**src/rtl/grayPkg.sv**
```systemverilog
`default_nettype none

package grayPkg;

	localparam int posWidth = 8;  // Bits per channel position
	localparam int laneCount = 4; // Encoder channels in one sample word

	// One strobe carries every channel, field i goes to lane i
	typedef struct packed {
		logic [laneCount-1:0][posWidth-1:0] gray; // Raw Gray codes
	} sampleWordT;

	// Per-channel result, step is two's complement modulo 2**posWidth
	typedef struct packed {
		logic [posWidth-1:0] position; // Binary position
		logic [posWidth-1:0] step;     // Position minus previous position
		logic                skip;     // Step outside -1..+1
	} laneResultT;

	// Record handed to the consumer
	typedef struct packed {
		laneResultT [laneCount-1:0] lanes;
		logic       [laneCount-1:0] faultMask; // Sticky skips, cleared by software
	} decodedT;

endpackage

`default_nettype wire

```
**src/rtl/PrefixXor.sv**
```systemverilog
`timescale 1ns/1ns
`default_nettype none

// Running XOR over a word, PO[i] = PI[0] ^ ... ^ PI[i]
// Depth and area traded through speed
module PrefixXor #(
	parameter int width = 8, // Word size
	parameter int speed = 2  // 2 Sklansky, 1 Brent-Kung, else serial
) (
	input  logic [width-1:0] PI, // Bits to accumulate
	output logic [width-1:0] PO  // Prefix XOR, bit 0 upward
);

	localparam int depth = $clog2(width); // Levels of a full binary tree

	if (speed == 2) begin : sklansky
		// Minimum depth, high fanout on block tops
		logic [depth:0][width-1:0] pt;

		assign pt[0] = PI;

		for (genvar l = 1; l <= depth; l++) begin : level
			for (genvar i = 0; i < width; i++) begin : node
				localparam int half = 2 ** (l - 1);          // Span of a finished block
				localparam int src = (i / (2 * half)) * 2 * half + half - 1; // Its top bit
				if (((i / half) % 2) == 1) begin : merge
					assign pt[l][i] = pt[l-1][i] ^ pt[l-1][src]; // Upper half joins lower block
				end else begin : pass
					assign pt[l][i] = pt[l-1][i];
				end
			end
		end

		assign PO = pt[depth];

	end else if (speed == 1) begin : brentKung
		// Up-sweep then down-sweep, fanout of two at most
		logic [2*depth-1:0][width-1:0] pt;

		assign pt[0] = PI;

		// Combine pairs at the top of ever larger blocks
		for (genvar l = 1; l <= depth; l++) begin : up
			for (genvar i = 0; i < width; i++) begin : node
				localparam int span = 2 ** l;
				if (((i + 1) % span) == 0) begin : merge
					assign pt[l][i] = pt[l-1][i] ^ pt[l-1][i-span/2];
				end else begin : pass
					assign pt[l][i] = pt[l-1][i];
				end
			end
		end

		// Midpoints pick up the finished prefix just below them
		for (genvar l = depth + 1; l < 2 * depth; l++) begin : down
			for (genvar i = 0; i < width; i++) begin : node
				localparam int span = 2 ** (2 * depth - l); // Halves each level
				if ((((i + 1) % span) == span / 2) && ((i + 1) > span)) begin : merge
					assign pt[l][i] = pt[l-1][i] ^ pt[l-1][i-span/2];
				end else begin : pass
					assign pt[l][i] = pt[l-1][i];
				end
			end
		end

		assign PO = pt[2*depth-1];

	end else begin : serial
		// Ripple chain, width-1 gates deep
		logic [width-1:0] pt;

		assign pt[0] = PI[0];
		for (genvar i = 1; i < width; i++) begin : node
			assign pt[i] = pt[i-1] ^ PI[i];
		end

		assign PO = pt;
	end

endmodule

`default_nettype wire

```
**src/rtl/graySampler.sv**
```systemverilog
`timescale 1ns/1ns
`default_nettype none

// Input register for the whole sample word
// Word is only loaded on the strobe, so lanes see a held value in between
module graySampler (
	input  logic                clk,
	input  logic                reset,
	input  logic                sampleValid,   // One-cycle capture strobe
	input  grayPkg::sampleWordT sample,        // All channels, Gray coded
	output logic                capturedValid, // Strobe delayed by one cycle
	output grayPkg::sampleWordT captured       // Held sample word
);

	// Strobe pipeline
	always_ff @(posedge clk) begin
		if (reset) begin
			capturedValid <= 1'b0;
		end else begin
			capturedValid <= sampleValid;
		end
	end

	// Sample payload, kept until the next strobe
	always_ff @(posedge clk) begin
		if (sampleValid) begin
			captured <= sample; // Every channel at once
		end
	end

	// Lanes and collector key everything off this strobe
	capturedValidKnown: assert property (
		@(posedge clk) disable iff (reset)
		!$isunknown(capturedValid)
	) else $error("graySampler: capturedValid unknown");

endmodule

`default_nettype wire

```
**src/rtl/grayLane.sv**
```systemverilog
`timescale 1ns/1ns
`default_nettype none

// One channel: Gray to binary, step from previous sample, skip flag
module grayLane #(
	parameter int speed = 2 // Prefix network structure
) (
	input  logic                          clk,
	input  logic                          reset,
	input  logic                          capturedValid, // Fresh sample word
	input  logic [grayPkg::posWidth-1:0]  gray,          // This channel's field
	output logic                          laneValid,
	output grayPkg::laneResultT           laneResult
);

	import grayPkg::*;

	logic [posWidth-1:0] grayRev;   // MSB placed at bit 0
	logic [posWidth-1:0] binRev;    // Prefix result, still reversed
	logic [posWidth-1:0] binary;    // Binary position, normal order
	logic [posWidth-1:0] delta;     // Modular step, zero until primed
	logic                jump;      // Step not in -1, 0, +1
	logic                primed;    // Previous position is valid
	logic [posWidth-1:0] positionQ; // Also the previous position
	logic [posWidth-1:0] stepQ;
	logic                skipQ;

	// Binary bit i is XOR of Gray bits i and up, so run the prefix from the MSB
	always_comb begin
		for (int i = 0; i < posWidth; i++) begin
			grayRev[i] = gray[posWidth-1-i];
		end
	end

	PrefixXor #(
		.width(posWidth),
		.speed(speed)
	) i_prefixXor (
		.PI(grayRev),
		.PO(binRev)
	);

	always_comb begin
		for (int i = 0; i < posWidth; i++) begin
			binary[i] = binRev[posWidth-1-i]; // Back to normal order
		end
	end

	assign delta = primed ? binary - positionQ : '0; // Wraps modulo 2**posWidth
	assign jump = !((delta == '0) || (delta == posWidth'(1)) || (delta == '1));

	always_ff @(posedge clk) begin
		if (reset) begin
			laneValid <= 1'b0;
			skipQ <= 1'b0;
			primed <= 1'b0;
		end else begin
			laneValid <= capturedValid;
			skipQ <= capturedValid & jump; // Only alongside a new result
			if (capturedValid) begin
				primed <= 1'b1; // First sample only primes
			end
		end
	end

	always_ff @(posedge clk) begin
		if (capturedValid) begin
			positionQ <= binary;
			stepQ <= delta;
		end
	end

	assign laneResult = '{position: positionQ, step: stepQ, skip: skipQ};

	// Collector ORs skip into the sticky mask
	skipOnlyWhenValid: assert property (
		@(posedge clk) disable iff (reset)
		laneResult.skip |-> laneValid
	) else $error("grayLane: skip without laneValid");

endmodule

`default_nettype wire

```
**src/rtl/positionCollector.sv**
```systemverilog
`timescale 1ns/1ns
`default_nettype none

// Builds the output record and keeps the sticky fault mask
module positionCollector (
	input  logic                                        clk,
	input  logic                                        reset,
	input  logic [grayPkg::laneCount-1:0]               laneValid,
	input  grayPkg::laneResultT [grayPkg::laneCount-1:0] laneResult,
	input  logic                                        clearFault, // Software clear
	output logic                                        outValid,
	output grayPkg::decodedT                            decoded
);

	import grayPkg::*;

	laneResultT [laneCount-1:0] lanesQ;    // Registered lane results
	logic       [laneCount-1:0] faultMask; // Sticky per-channel skips
	logic       [laneCount-1:0] newSkips;

	always_comb begin
		for (int i = 0; i < laneCount; i++) begin
			newSkips[i] = laneValid[i] & laneResult[i].skip;
		end
	end

	always_ff @(posedge clk) begin
		if (reset) begin
			outValid <= 1'b0;
			faultMask <= '0;
		end else begin
			outValid <= laneValid[0]; // All lanes share one strobe
			// Clear first, then a skip in the same cycle sets its bit again
			faultMask <= (clearFault ? {laneCount{1'b0}} : faultMask) | newSkips;
		end
	end

	always_ff @(posedge clk) begin
		if (laneValid[0]) begin
			lanesQ <= laneResult;
		end
	end

	assign decoded = '{lanes: lanesQ, faultMask: faultMask};

	// Lanes run in lockstep from the sampler strobe
	lanesInLockstep: assert property (
		@(posedge clk) disable iff (reset)
		(&laneValid) || !(|laneValid)
	) else $error("positionCollector: lane valids differ");

endmodule

`default_nettype wire

```
**src/rtl/grayDecoderTop.sv**
```systemverilog
`timescale 1ns/1ns
`default_nettype none

// Sampler -> lanes -> collector, 3 cycles from sampleValid to outValid
module grayDecoderTop #(
	parameter int speed = 2 // Prefix structure for every lane
) (
	input  logic                clk,
	input  logic                reset,
	input  logic                sampleValid,
	input  grayPkg::sampleWordT sample,
	input  logic                clearFault,
	output logic                outValid,
	output grayPkg::decodedT    decoded
);

	import grayPkg::*;

	logic                       capturedValid;
	sampleWordT                 captured;
	logic       [laneCount-1:0] laneValid;
	laneResultT [laneCount-1:0] laneResult;

	graySampler i_sampler (
		.clk          (clk),
		.reset        (reset),
		.sampleValid  (sampleValid),
		.sample       (sample),
		.capturedValid(capturedValid),
		.captured     (captured)
	);

	// One lane per channel field
	for (genvar i = 0; i < laneCount; i++) begin : lane
		grayLane #(
			.speed(speed)
		) i_lane (
			.clk          (clk),
			.reset        (reset),
			.capturedValid(capturedValid),
			.gray         (captured.gray[i]),
			.laneValid    (laneValid[i]),
			.laneResult   (laneResult[i])
		);
	end

	positionCollector i_collector (
		.clk       (clk),
		.reset     (reset),
		.laneValid (laneValid),
		.laneResult(laneResult),
		.clearFault(clearFault),
		.outValid  (outValid),
		.decoded   (decoded)
	);

endmodule

`default_nettype wire

```
**config.mk**
```make
export PLATFORM = sky130hd
export DESIGN_NAME = grayDecoderTop
export DESIGN_NICKNAME = d
export VERILOG_FILES = /design/src/rtl/grayPkg.sv /design/src/rtl/PrefixXor.sv /design/src/rtl/graySampler.sv /design/src/rtl/grayLane.sv /design/src/rtl/positionCollector.sv /design/src/rtl/grayDecoderTop.sv
export SDC_FILE = /design/constraint.sdc
export NUM_CORES = 1
export LEC_CHECK = 0
export ABC_CLOCK_PERIOD_IN_PS = 3200
export BUFFER_PORTS_ARGS = -buffer_cell sky130_fd_sc_hd__buf_2
export CORE_MARGIN = 2
export CORE_UTILIZATION = 52
export DETAILED_ROUTE_END_ITERATION = 8
export PLACE_DENSITY = 0.84
export SLEW_MARGIN = 20
export SYNTH_ARGS = -nofsm -noshare
export SYNTH_HDL_FRONTEND = slang
export SYNTH_HIERARCHICAL = 1
export SYNTH_SLANG_ARGS = --single-unit
```
**constraint.sdc**
```tcl
create_clock -name clk -period 3.2 [get_ports clk]
set_input_delay 0.48 -clock clk [delete_from_list [all_inputs] [get_ports clk]]
set_output_delay 0.48 -clock clk [all_outputs]
set_load 0.02 [all_outputs]
```
# [Word level (Yosys, flattened, before mapping)]
# Index checks and enable logic that the tools add are counted.
[word_totals] wordCells=123 output_inout_bits=73 inputBits=36 register_bits=176
[classes] eq_ne=8 muxes=5 n_bitwise=57 n_reduce_logical=16 add_sub_neg=4
[op_table] operator="1-bit XOR" n=48
[op_table] operator="8-bit by 1-bit == test with 1-bit output (second input constant)" n=4
[op_table] operator="8-bit == test (second input constant)" n=4
[op_table] operator="8-bit zero test" n=4
[op_table] operator="8-bit 2-to-1 mux" n=4
[op_table] operator="8-bit subtractor" n=4
[op_table] operator="1-bit AND" n=8
[op_table] operator="1-bit logical OR" n=8
[op_table] operator="1-bit zero test" n=4
[op_table] operator="4-bit 2-to-1 mux" n=1
[op_table] operator="4-bit OR" n=1

# [Longest topological paths before layout]
# Gate-level depths: netlist of run 1.
[logic_depth] word_depth=10 ltp_mapped=13 ltp_nobuf=13

# [Modules after synthesis]
# Netlist of run 1, hierarchy kept.
[modules_own_cells] module="positionCollector" instances=1 area_each_um2=2208.4 seq_area_each_um2=2142.1 cells_each=86
[modules_own_cells] module="grayLane at lane[0].i_lane ..." instances=2 area_each_um2=1033.5 seq_area_each_um2=540.5 cells_each=90
[modules_own_cells] module="grayLane at lane[2].i_lane ..." instances=2 area_each_um2=1022.2 seq_area_each_um2=540.5 cells_each=89
[modules_own_cells] module="graySampler" instances=1 area_each_um2=994.7 seq_area_each_um2=980.9 cells_each=34
[modules_own_cells] module="PrefixXor" instances=4 area_each_um2=126.4 seq_area_each_um2=0.0 cells_each=10

# [Worst setup path before layout of run 1]
# OpenSTA, ideal clock, no wires.
[synth_path] kind="flip-flop to flip-flop" start="register, netlist name i_sampler/captured[7]" end="register lane[0].i_lane.skipQ" t_arrival_ns=2.924 required_time_ns=3.068 path_stages_with_launch=14 path_buffers=0 setup_ns=0.132 period_less_slack_ns=3.056 slack_ns=0.144 cell_sequence="edfxtp_1 -> xor3_2 -> xnor3_2 -> xnor3_1 -> inv_1 -> ha_1 -> inv_1 -> fa_1 -> a21o_1 -> a311o_1 -> nand3_1 -> nand4_1 -> o311ai_1 -> a31oi_1"
[synth_between] word_cells_on_any_way=16 classes_between="add/sub (1); eq/ne (2); mux (1); bitwise (8); reduce/logical (4)"
[synth_lines] item="1-bit XOR (*) (2 in series)" line_no="PrefixXor.sv:27" text="assign pt[l][i] = pt[l-1][i] ^ pt[l-1][src];"
[synth_lines] item="named net lane[0].i_lane.binRev[2]" line_no="grayLane.sv:19" text="logic [posWidth-1:0] binRev;"
[synth_lines] item="8-bit subtractor (*)" line_no="grayLane.sv:49" text="assign delta = primed ? binary - positionQ : '0;"
[synth_lines] item="8-bit 2-to-1 mux (*)" line_no="grayLane.sv:49"
[synth_lines] item="8-bit by 1-bit == test with 1-bit output / 8-bit zero test (equally long branches)" line_no="grayLane.sv:50" text="assign jump = !((delta == '0) || (delta == posWidth'(1)) || (delta == '1));"
[synth_lines] item="1-bit logical OR" line_no="grayLane.sv:50"
[synth_lines] item="1-bit logical OR (*)" line_no="grayLane.sv:50"
[synth_lines] item="1-bit zero test (*)" line_no="grayLane.sv:50"
[synth_lines] item="1-bit AND (*)" line_no="grayLane.sv:59" text="skipQ <= capturedValid & jump;"
[synth_lines] item="end signal: assignment" line_no="grayLane.sv:59"
[synth_lines] item="end: declaration" line_no="grayLane.sv:26" text="logic skipQ;"
# Mark *: on every way through the listed nets, which the timed path passes. The rest lies on a longest branch.
# A chain may end at the register's enable or synchronous reset.

# [Final worst setup path of run 1]
[layout_path] start="register, netlist name i_sampler/captured[6]" end="register lane[0].i_lane.skipQ"
[layout_between] word_cells_on_any_way=16 classes_between="add/sub (1); eq/ne (2); mux (1); bitwise (8); reduce/logical (4)"
[layout_lines] item="1-bit XOR (*) (2 in series)" line_no="PrefixXor.sv:27"
[layout_lines] item="named net lane[0].i_lane.binRev[2]" line_no="grayLane.sv:19"
[layout_lines] item="8-bit subtractor (*)" line_no="grayLane.sv:49"
[layout_lines] item="8-bit 2-to-1 mux (*)" line_no="grayLane.sv:49"
[layout_lines] item="8-bit by 1-bit == test with 1-bit output / 8-bit zero test (equally long branches)" line_no="grayLane.sv:50"
[layout_lines] item="1-bit logical OR" line_no="grayLane.sv:50"
[layout_lines] item="1-bit logical OR (*)" line_no="grayLane.sv:50"
[layout_lines] item="1-bit zero test (*)" line_no="grayLane.sv:50"
[layout_lines] item="1-bit AND (*)" line_no="grayLane.sv:59"
# Marks and branches as above.

==> results.cfg, run 1 <==
[cts]
cts_sinks = 182
cts_tree = yes
htree_levels = 4
cts_buffer_depth = 2
hold_buffers = 0
clkTransAtPathRegs_ps = 60
cts_made_buffers = 17
clk_latency_ps = 430
root_buffer = clkbuf_16

[placed_design]
place_inst = 815
portBuffers = 108
dp.final_hpwl_um = 9230
place_congestion = 0.847

[timing]
period_share = 0.998
setup_violations = 0
skew_ps = 6.81
layout_min_cycle_time_ps = 3190
max-slew-margin-rel = 0.426
hold_viol = 0
max_freq_mhz = 313
grt_setup_unrepaired = yes
worstMarginPinSlew_ps = 861
slew_viol_final = 0

[drt]
drc = 0
via_per_inst = 5.25
firstDrtPassIters = 4
first_iter_violations = 226
num_vias = 4503
drt-total-wl_um = 13900
detail_route.wl_per_cell_um = 16.2
ant_nets = 0

[cells_and_area]
nets = 730
drive_gt1_frac = 0.286
layout_commonest_cell = edfxtp_1
stdcell_count = 857
fill_cells = 1002
multiInputGateArea_um2 = 2360
final_cell_mix = edfxtp_1 (164), buf_2 (108), inv_1 (53), ha_1 (31), nor2_1 (28)
seqCellArea_um2 = 5290
areaGrowthSynthToFinish_pct = 20.0

[power]
power_mw = 7.25
pwr-share-clk = 0.287
p_comb_frac = 0.308
power.density_nw_per_um2 = 772
power.internal_mw = 5.07
pwr-share-seq = 0.405
peakVddDrop_v = 0.000363
p_leak_nw = 3.79
p_sw_frac = 0.301
p_switching_mw = 2.18

[grt]
grt_pass1_wl_um = 21900
grt_max_degree = 44
grt_pass1_vias = 4642
antenna_found_initial = 2
overflow = 0
grt_use_total = 0.175

[worst_setup_path]
r2r_start = i_sampler/captured[6]$_DFFE_PP_
critical_path_class = register to register
cp-start-kind = register
cpMostUsedCell = inv_2
path_cells = xor3_2, xnor3_2, xnor3_1, inv_2, ha_4, inv_2, fa_2, a21o_1, a311o_1, nand3_2, nand4_1, o311ai_1, a31oi_1
required_ps = 3500
slowest_stage = xor3_2
cp-startpoint = i_sampler/captured[6]$_DFFE_PP_
crit_arrival_ps = 3490
critPathMaxStageDelay_ps = 420
worst-path-max-fanout = 3
end_kind = register

[status]
outcome = finished, final reports clean

[logic_synthesis]
syn_inst = 518
syn-mean-instance-area_um2 = 15.1
synth-seq-area-share = 0.676
synth-xor-area-share = 0.0813
syn_area_um2 = 7820
synth_top_family_by_area = XOR/XNOR gates
synthAdderAreaFrac = 0.0614
ys_warn_count = 6
synth_ff_type = edfxtp_1
synthArstFlopShare = 0
muxShareOfSynthArea = 0.00512
synth-compound-area-share = 0.0611
synth_seq_cells = 182
syn_nets = 590
ys_types = 43
yosys.area_share.simple = 0.0806
synth-edff-count = 164

[floorplan]
die_w_um = 127
boundaryPins = 109
coreArea_um2 = 14600
rows = 44
dieArea_um2 = 16000
chipHeight_um = 127
initial_core_util = 0.536

[hold_path]
min_path_type = input pin to register
min_from = sample[30]

[flow_run]
max-cap-violations = 0
[cell families after synthesis]
kind of cell | after synthesis
mux | 4
xor+xnor | 52
flops | 182
fa+ha+maj | 36
buf+inv | 64
simple gates | 114
compound gates | 66
[layer usage]
metal	vias up	track usage	part of all wire
met3	30	0.0595	0.057
li1	2159	-	-
met2	131	0.301	0.52
met1	2183	0.206	0.40
met4	0	0.0640	0.022
met5	-	0	0
[worst paths after layout]
| path | cells after the start | endpoint | slack [ps] |
|---|---|---|---|
| setup reg to reg | 13 | lane[0].i_lane/skipQ$_SDFF_PP0_ | 8 |
| hold reg to reg | 0 | i_collector/decoded[22]$_DFFE_PP_ | 420 |
| hold / removal | 1 | i_sampler/captured[30]$_DFFE_PP_ | 220 |
| setup / recovery | 13 | lane[0].i_lane/skipQ$_SDFF_PP0_ | 8 |
[critical path, delay by kind of cell (launching register included)]
family | cells | cell delay, ps
DFF | 1 | 410
buffers and inverters | 2 | 140
AOI/OAI and AO/OA | 4 | 910
adders and majority gates | 2 | 510
and+or+nand+nor | 2 | 150
xor gates and xnor gates | 3 | 950
[what timing repair did]
action | CTS | global route
endpoints found under the setup margin | 1 | 4
pin swaps | 0 | 15
gates resized for setup | 1 | 20
setup buffers | 0 | 8
[cell usage after synthesis (6+ instances only)]
library cell / instances / area, um^2
a21oi_1: 20 / 100
nand2b_1: 18 / 113
xnor2_1: 20 / 175
nor2_1: 28 / 105
ha_1: 32 / 400
nor2b_1: 11 / 68.8
inv_1: 56 / 210
and2_1: 20 / 125
buf_4: 8 / 60.1
nand4_1: 6 / 37.5
nand2_1: 10 / 37.5
xor2_1: 20 / 175
dfxtp_1: 18 / 360
a21o_1: 6 / 45.0
edfxtp_1: 164 / 4920
[through the flow]
step | setup TNS [ps] | worst slack, ps | instance area, um^2 | hold slack, ps | util
6_report | 0 | 7.68 | 9390 | 220 | 0.643
5_1_grt | -299 | -123 | 9390 | 201 | 0.643
4_1_cts | 0 | 0.388 | 9240 | 202 | 0.633
3_5_place_dp | 0 | 18.9 | 8640 | 405 | 0.592
3_3_place_gp | 0 | 141 | 8640 | 401 | 0.592
2_1_floorplan | 0 | 144 | 7820 | 400 | -
[power groups by stage]
stage	logic [mW]	registers, mW	clock network, mW
after floorplan	1.48	3.01	0
after global placement	1.86	2.97	0
after detailed placement	1.96	2.99	0
after CTS	2.01	2.94	2.12
after global routing	2.46	2.95	2.21
final	2.23	2.94	2.08
[cell type report]
type,instances,area share
clock inverters,9,0.0139
inverters,56,0.0224
diodes,2,0.000533
flip-flops and latches,182,0.563
multi-input cells,272,0.251
repair buffers,129,0.0757
clock buffers,23,0.0488
well taps,184,0.0245
[sequential cells by signal (all words and copies together), names as in the netlist]
register	flops
i_collector/outValid	1
i_collector/decoded	68
i_collector/faultMask	4
i_sampler/capturedValid	1
lane.i_lane/laneValid	4
i_sampler/captured	32
lane.i_lane/positionQ	32
lane.i_lane/primed	4
lane.i_lane/skipQ	4
lane.i_lane/stepQ	32
Note: power is estimated with default switching activity, not from simulation.
==> run 2: changes to the inputs <==
--- a/config.mk
+++ b/config.mk
@@ -5,6 +5,7 @@
 export SDC_FILE = /design/constraint.sdc
 export NUM_CORES = 1
 export LEC_CHECK = 0
+export ABC_AREA = 1
 export ABC_CLOCK_PERIOD_IN_PS = 3200
 export BUFFER_PORTS_ARGS = -buffer_cell sky130_fd_sc_hd__buf_2
 export CORE_MARGIN = 2
@@ -14,5 +15,4 @@
 export SLEW_MARGIN = 20
 export SYNTH_ARGS = -nofsm -noshare
 export SYNTH_HDL_FRONTEND = slang
-export SYNTH_HIERARCHICAL = 1
 export SYNTH_SLANG_ARGS = --single-unit
==> run 2 against run 1 <==
Via count is 9.1% higher. Register-to-register slack improved by 220 ps. Flip-flop and latch count shrank 6. Global-route usage up 0.51 points. Sequential power shrank 2%. Routed wire length decreased by 0.63%. Sequential share of layout area down 0.84 points. Final area fell by 0.80%. Critical path type unchanged. Largest cell class unchanged.
==> results.cfg, run 2 <==
[power]
p_comb_frac = 0.285
p_leak_nw = 4.27
power_mw = 6.85
power.internal_mw = 4.67
pwr-share-seq = 0.420
p_sw_frac = 0.318
power.density_nw_per_um2 = 735
peakVddDrop_v = 0.000347
p_switching_mw = 2.18
pwr-share-clk = 0.296

[timing]
hold_viol = 0
setup_tns_ps = 0
grt_setup_unrepaired = no
worstMarginPinSlew_ps = 803
skew_ps = 10.8
max-slew-margin-rel = 0.465
max_freq_mhz = 336
period_share = 0.929
setup_ws_ps = 228
slew_viol_final = 0
setup_violations = 0
layout_min_cycle_time_ps = 2970

[grt]
overflow = 0
antenna_found_initial = 0
grt_max_degree = 35
grt_pass1_vias = 4834
grt_pass1_wl_um = 22300
grt_use_total = 0.180

[cts]
clk_latency_ps = 430
htree_levels = 4
cts_buffer_depth = 2
clkTransAtPathRegs_ps = 70
cts_made_buffers = 17
cts_sinks = 176
root_buffer = clkbuf_16
cts_tree = yes

[logic_synthesis]
synth_ff_type = edfxtp_1
ys_warn_count = 0
synth-xor-area-share = 0.0705
yosysTopAreaCell = edfxtp_1
syn_inst = 675
synth-compound-area-share = 0.0184
synth-edff-count = 164
synth_seq_cells = 176
muxShareOfSynthArea = 0
synth_common_cells = edfxtp_1 (164), nand2_1 (145), inv_1 (140)
synthAdderAreaFrac = 0.0610
netlist_top_cells_area = edfxtp_1 (63%), nand2_1 (6.9%), inv_1 (6.7%)
yosys.area_share.simple = 0.126
syn_nets = 747
synth-seq-area-share = 0.656
synth_top_area_share = 0.625
synth_top_family_by_area = simple AND/OR/NAND/NOR gates
syn_area_um2 = 7880
synth_most_common_cell = edfxtp_1
ys_types = 19
syn-mean-instance-area_um2 = 11.7
synthArstFlopShare = 0

[floorplan]
chipHeight_um = 127
boundaryPins = 109
die_w_um = 127
dieArea_um2 = 16100
initial_core_util = 0.538
rows = 44
coreArea_um2 = 14600

[cells_and_area]
final_cell_mix = edfxtp_1 (164), nand2_1 (145), inv_1 (140), buf_2 (108), nand3_1 (48)
largest_register_ffs = 68
drive_gt1_frac = 0.199
nets = 882
layout_commonest_cell = edfxtp_1
antenna_cells = 0
fin_area_um2 = 9310
stdcell_count = 1007
areaGrowthSynthToFinish_pct = 18.2

[worst_setup_path]
cp-start-kind = register
critical_path_class = register to register
required_ps = 3520
worst-path-max-fanout = 4
crit_arrival_ps = 3300
end_kind = register

[placed_design]
place_congestion = 0.839
pre_cts_ws_ps = 237
portBuffers = 108
place_inst = 975
dp.final_hpwl_um = 9710
dpl_cell_area_um2 = 8720

[status]
outcome = finished, final reports clean

[drt]
ant_nets = 0
first_iter_violations = 304
num_vias = 4914
drt-total-wl_um = 13800
detail_route.wl_per_cell_um = 13.7
firstDrtPassIters = 5
via_per_inst = 4.88
drc = 0

[flow_run]
max-cap-violations = 0

[hold_path]
min_path_type = input pin to register
==> run 2: worst paths after layout <==
kind | start | endpoint | slack [ps] | depth (start not counted)
hold reg to reg | lane[1].i_lane.stepQ[4]$_DFFE_PP_ | i_collector.decoded[26]$_DFFE_PP_ | 420 | 0
hold / removal | sample[26] | i_sampler.captured[26]$_DFFE_PP_ | 220 | 1
setup reg to reg | i_sampler.captured[13]$_DFFE_PP_ | lane[1].i_lane.skipQ$_SDFF_PP0_ | 230 | 16
setup / recovery | i_sampler.captured[13]$_DFFE_PP_ | lane[1].i_lane.skipQ$_SDFF_PP0_ | 230 | 16
==> run 2: timing repair <==
item,4_1_cts,5_1_grt
buffers inserted,0,0
gates resized for setup,0,1
hold buffers,0,0
endpoints found under the setup margin,0,1
==> run 2: layout make-up <==
cell class	instances	area, um^2
fillers	1105	5330
flip-flops and latches	176	5170
multi-input cells	356	2180
repair buffers	119	623
inverters	140	526
clock buffers	18	429
well taps	184	230
clock inverters	14	154
==> run 2: metal layers <==
layer,global-route usage,share of wire,routed length (um),up-vias
li1,-,-,-,2468
met1,0.214,0.43,5890,2292
met2,0.316,0.51,7020,135
met3,0.0427,0.046,630,19
met4,0.0756,0.018,251,0
met5,0,0,0,-
==> run 2: stage by stage <==
step                hold slack [ps]   util
floorplan                       400      -
global placement                401  0.596
detailed placement              405  0.596
CTS                             206  0.635
global route                    202  0.636
finish                          219  0.636
==> run 2: worst max-delay path, stage by stage (launching register included) <==
cell and delay (ps):
edfxtp_1 420, xnor2_1 390, xnor2_2 200, xor2_2 190, xor2_1 180, ha_1 230, fa_1 410, inv_1 110
nand3_1 100, nand2_1 90, nand2_1 50, nand3_1 110, nand2_1 70, nor2_1 90, nand2_1 60, o21bai_1 120
nor2_1 50
==> run 2: logic make-up (layout without fill, tap and decap cells) <==
logic type | Yosys count | after routing
buf+inv | 143 | 291
flops | 176 | 176
simple gates | 243 | 243
compound gates | 23 | 23
xor+xnor | 54 | 54
fa+ha+maj | 36 | 36
==> run 2: power groups by stage <==
stage	logic [mW]	registers, mW	clock network (mW)
after floorplan	1.43	2.95	0
after global placement	1.84	2.91	0
after detailed placement	1.91	2.92	0
after CTS	1.95	2.87	2.06
after global routing	2.24	2.89	2.16
final	1.95	2.87	2.03
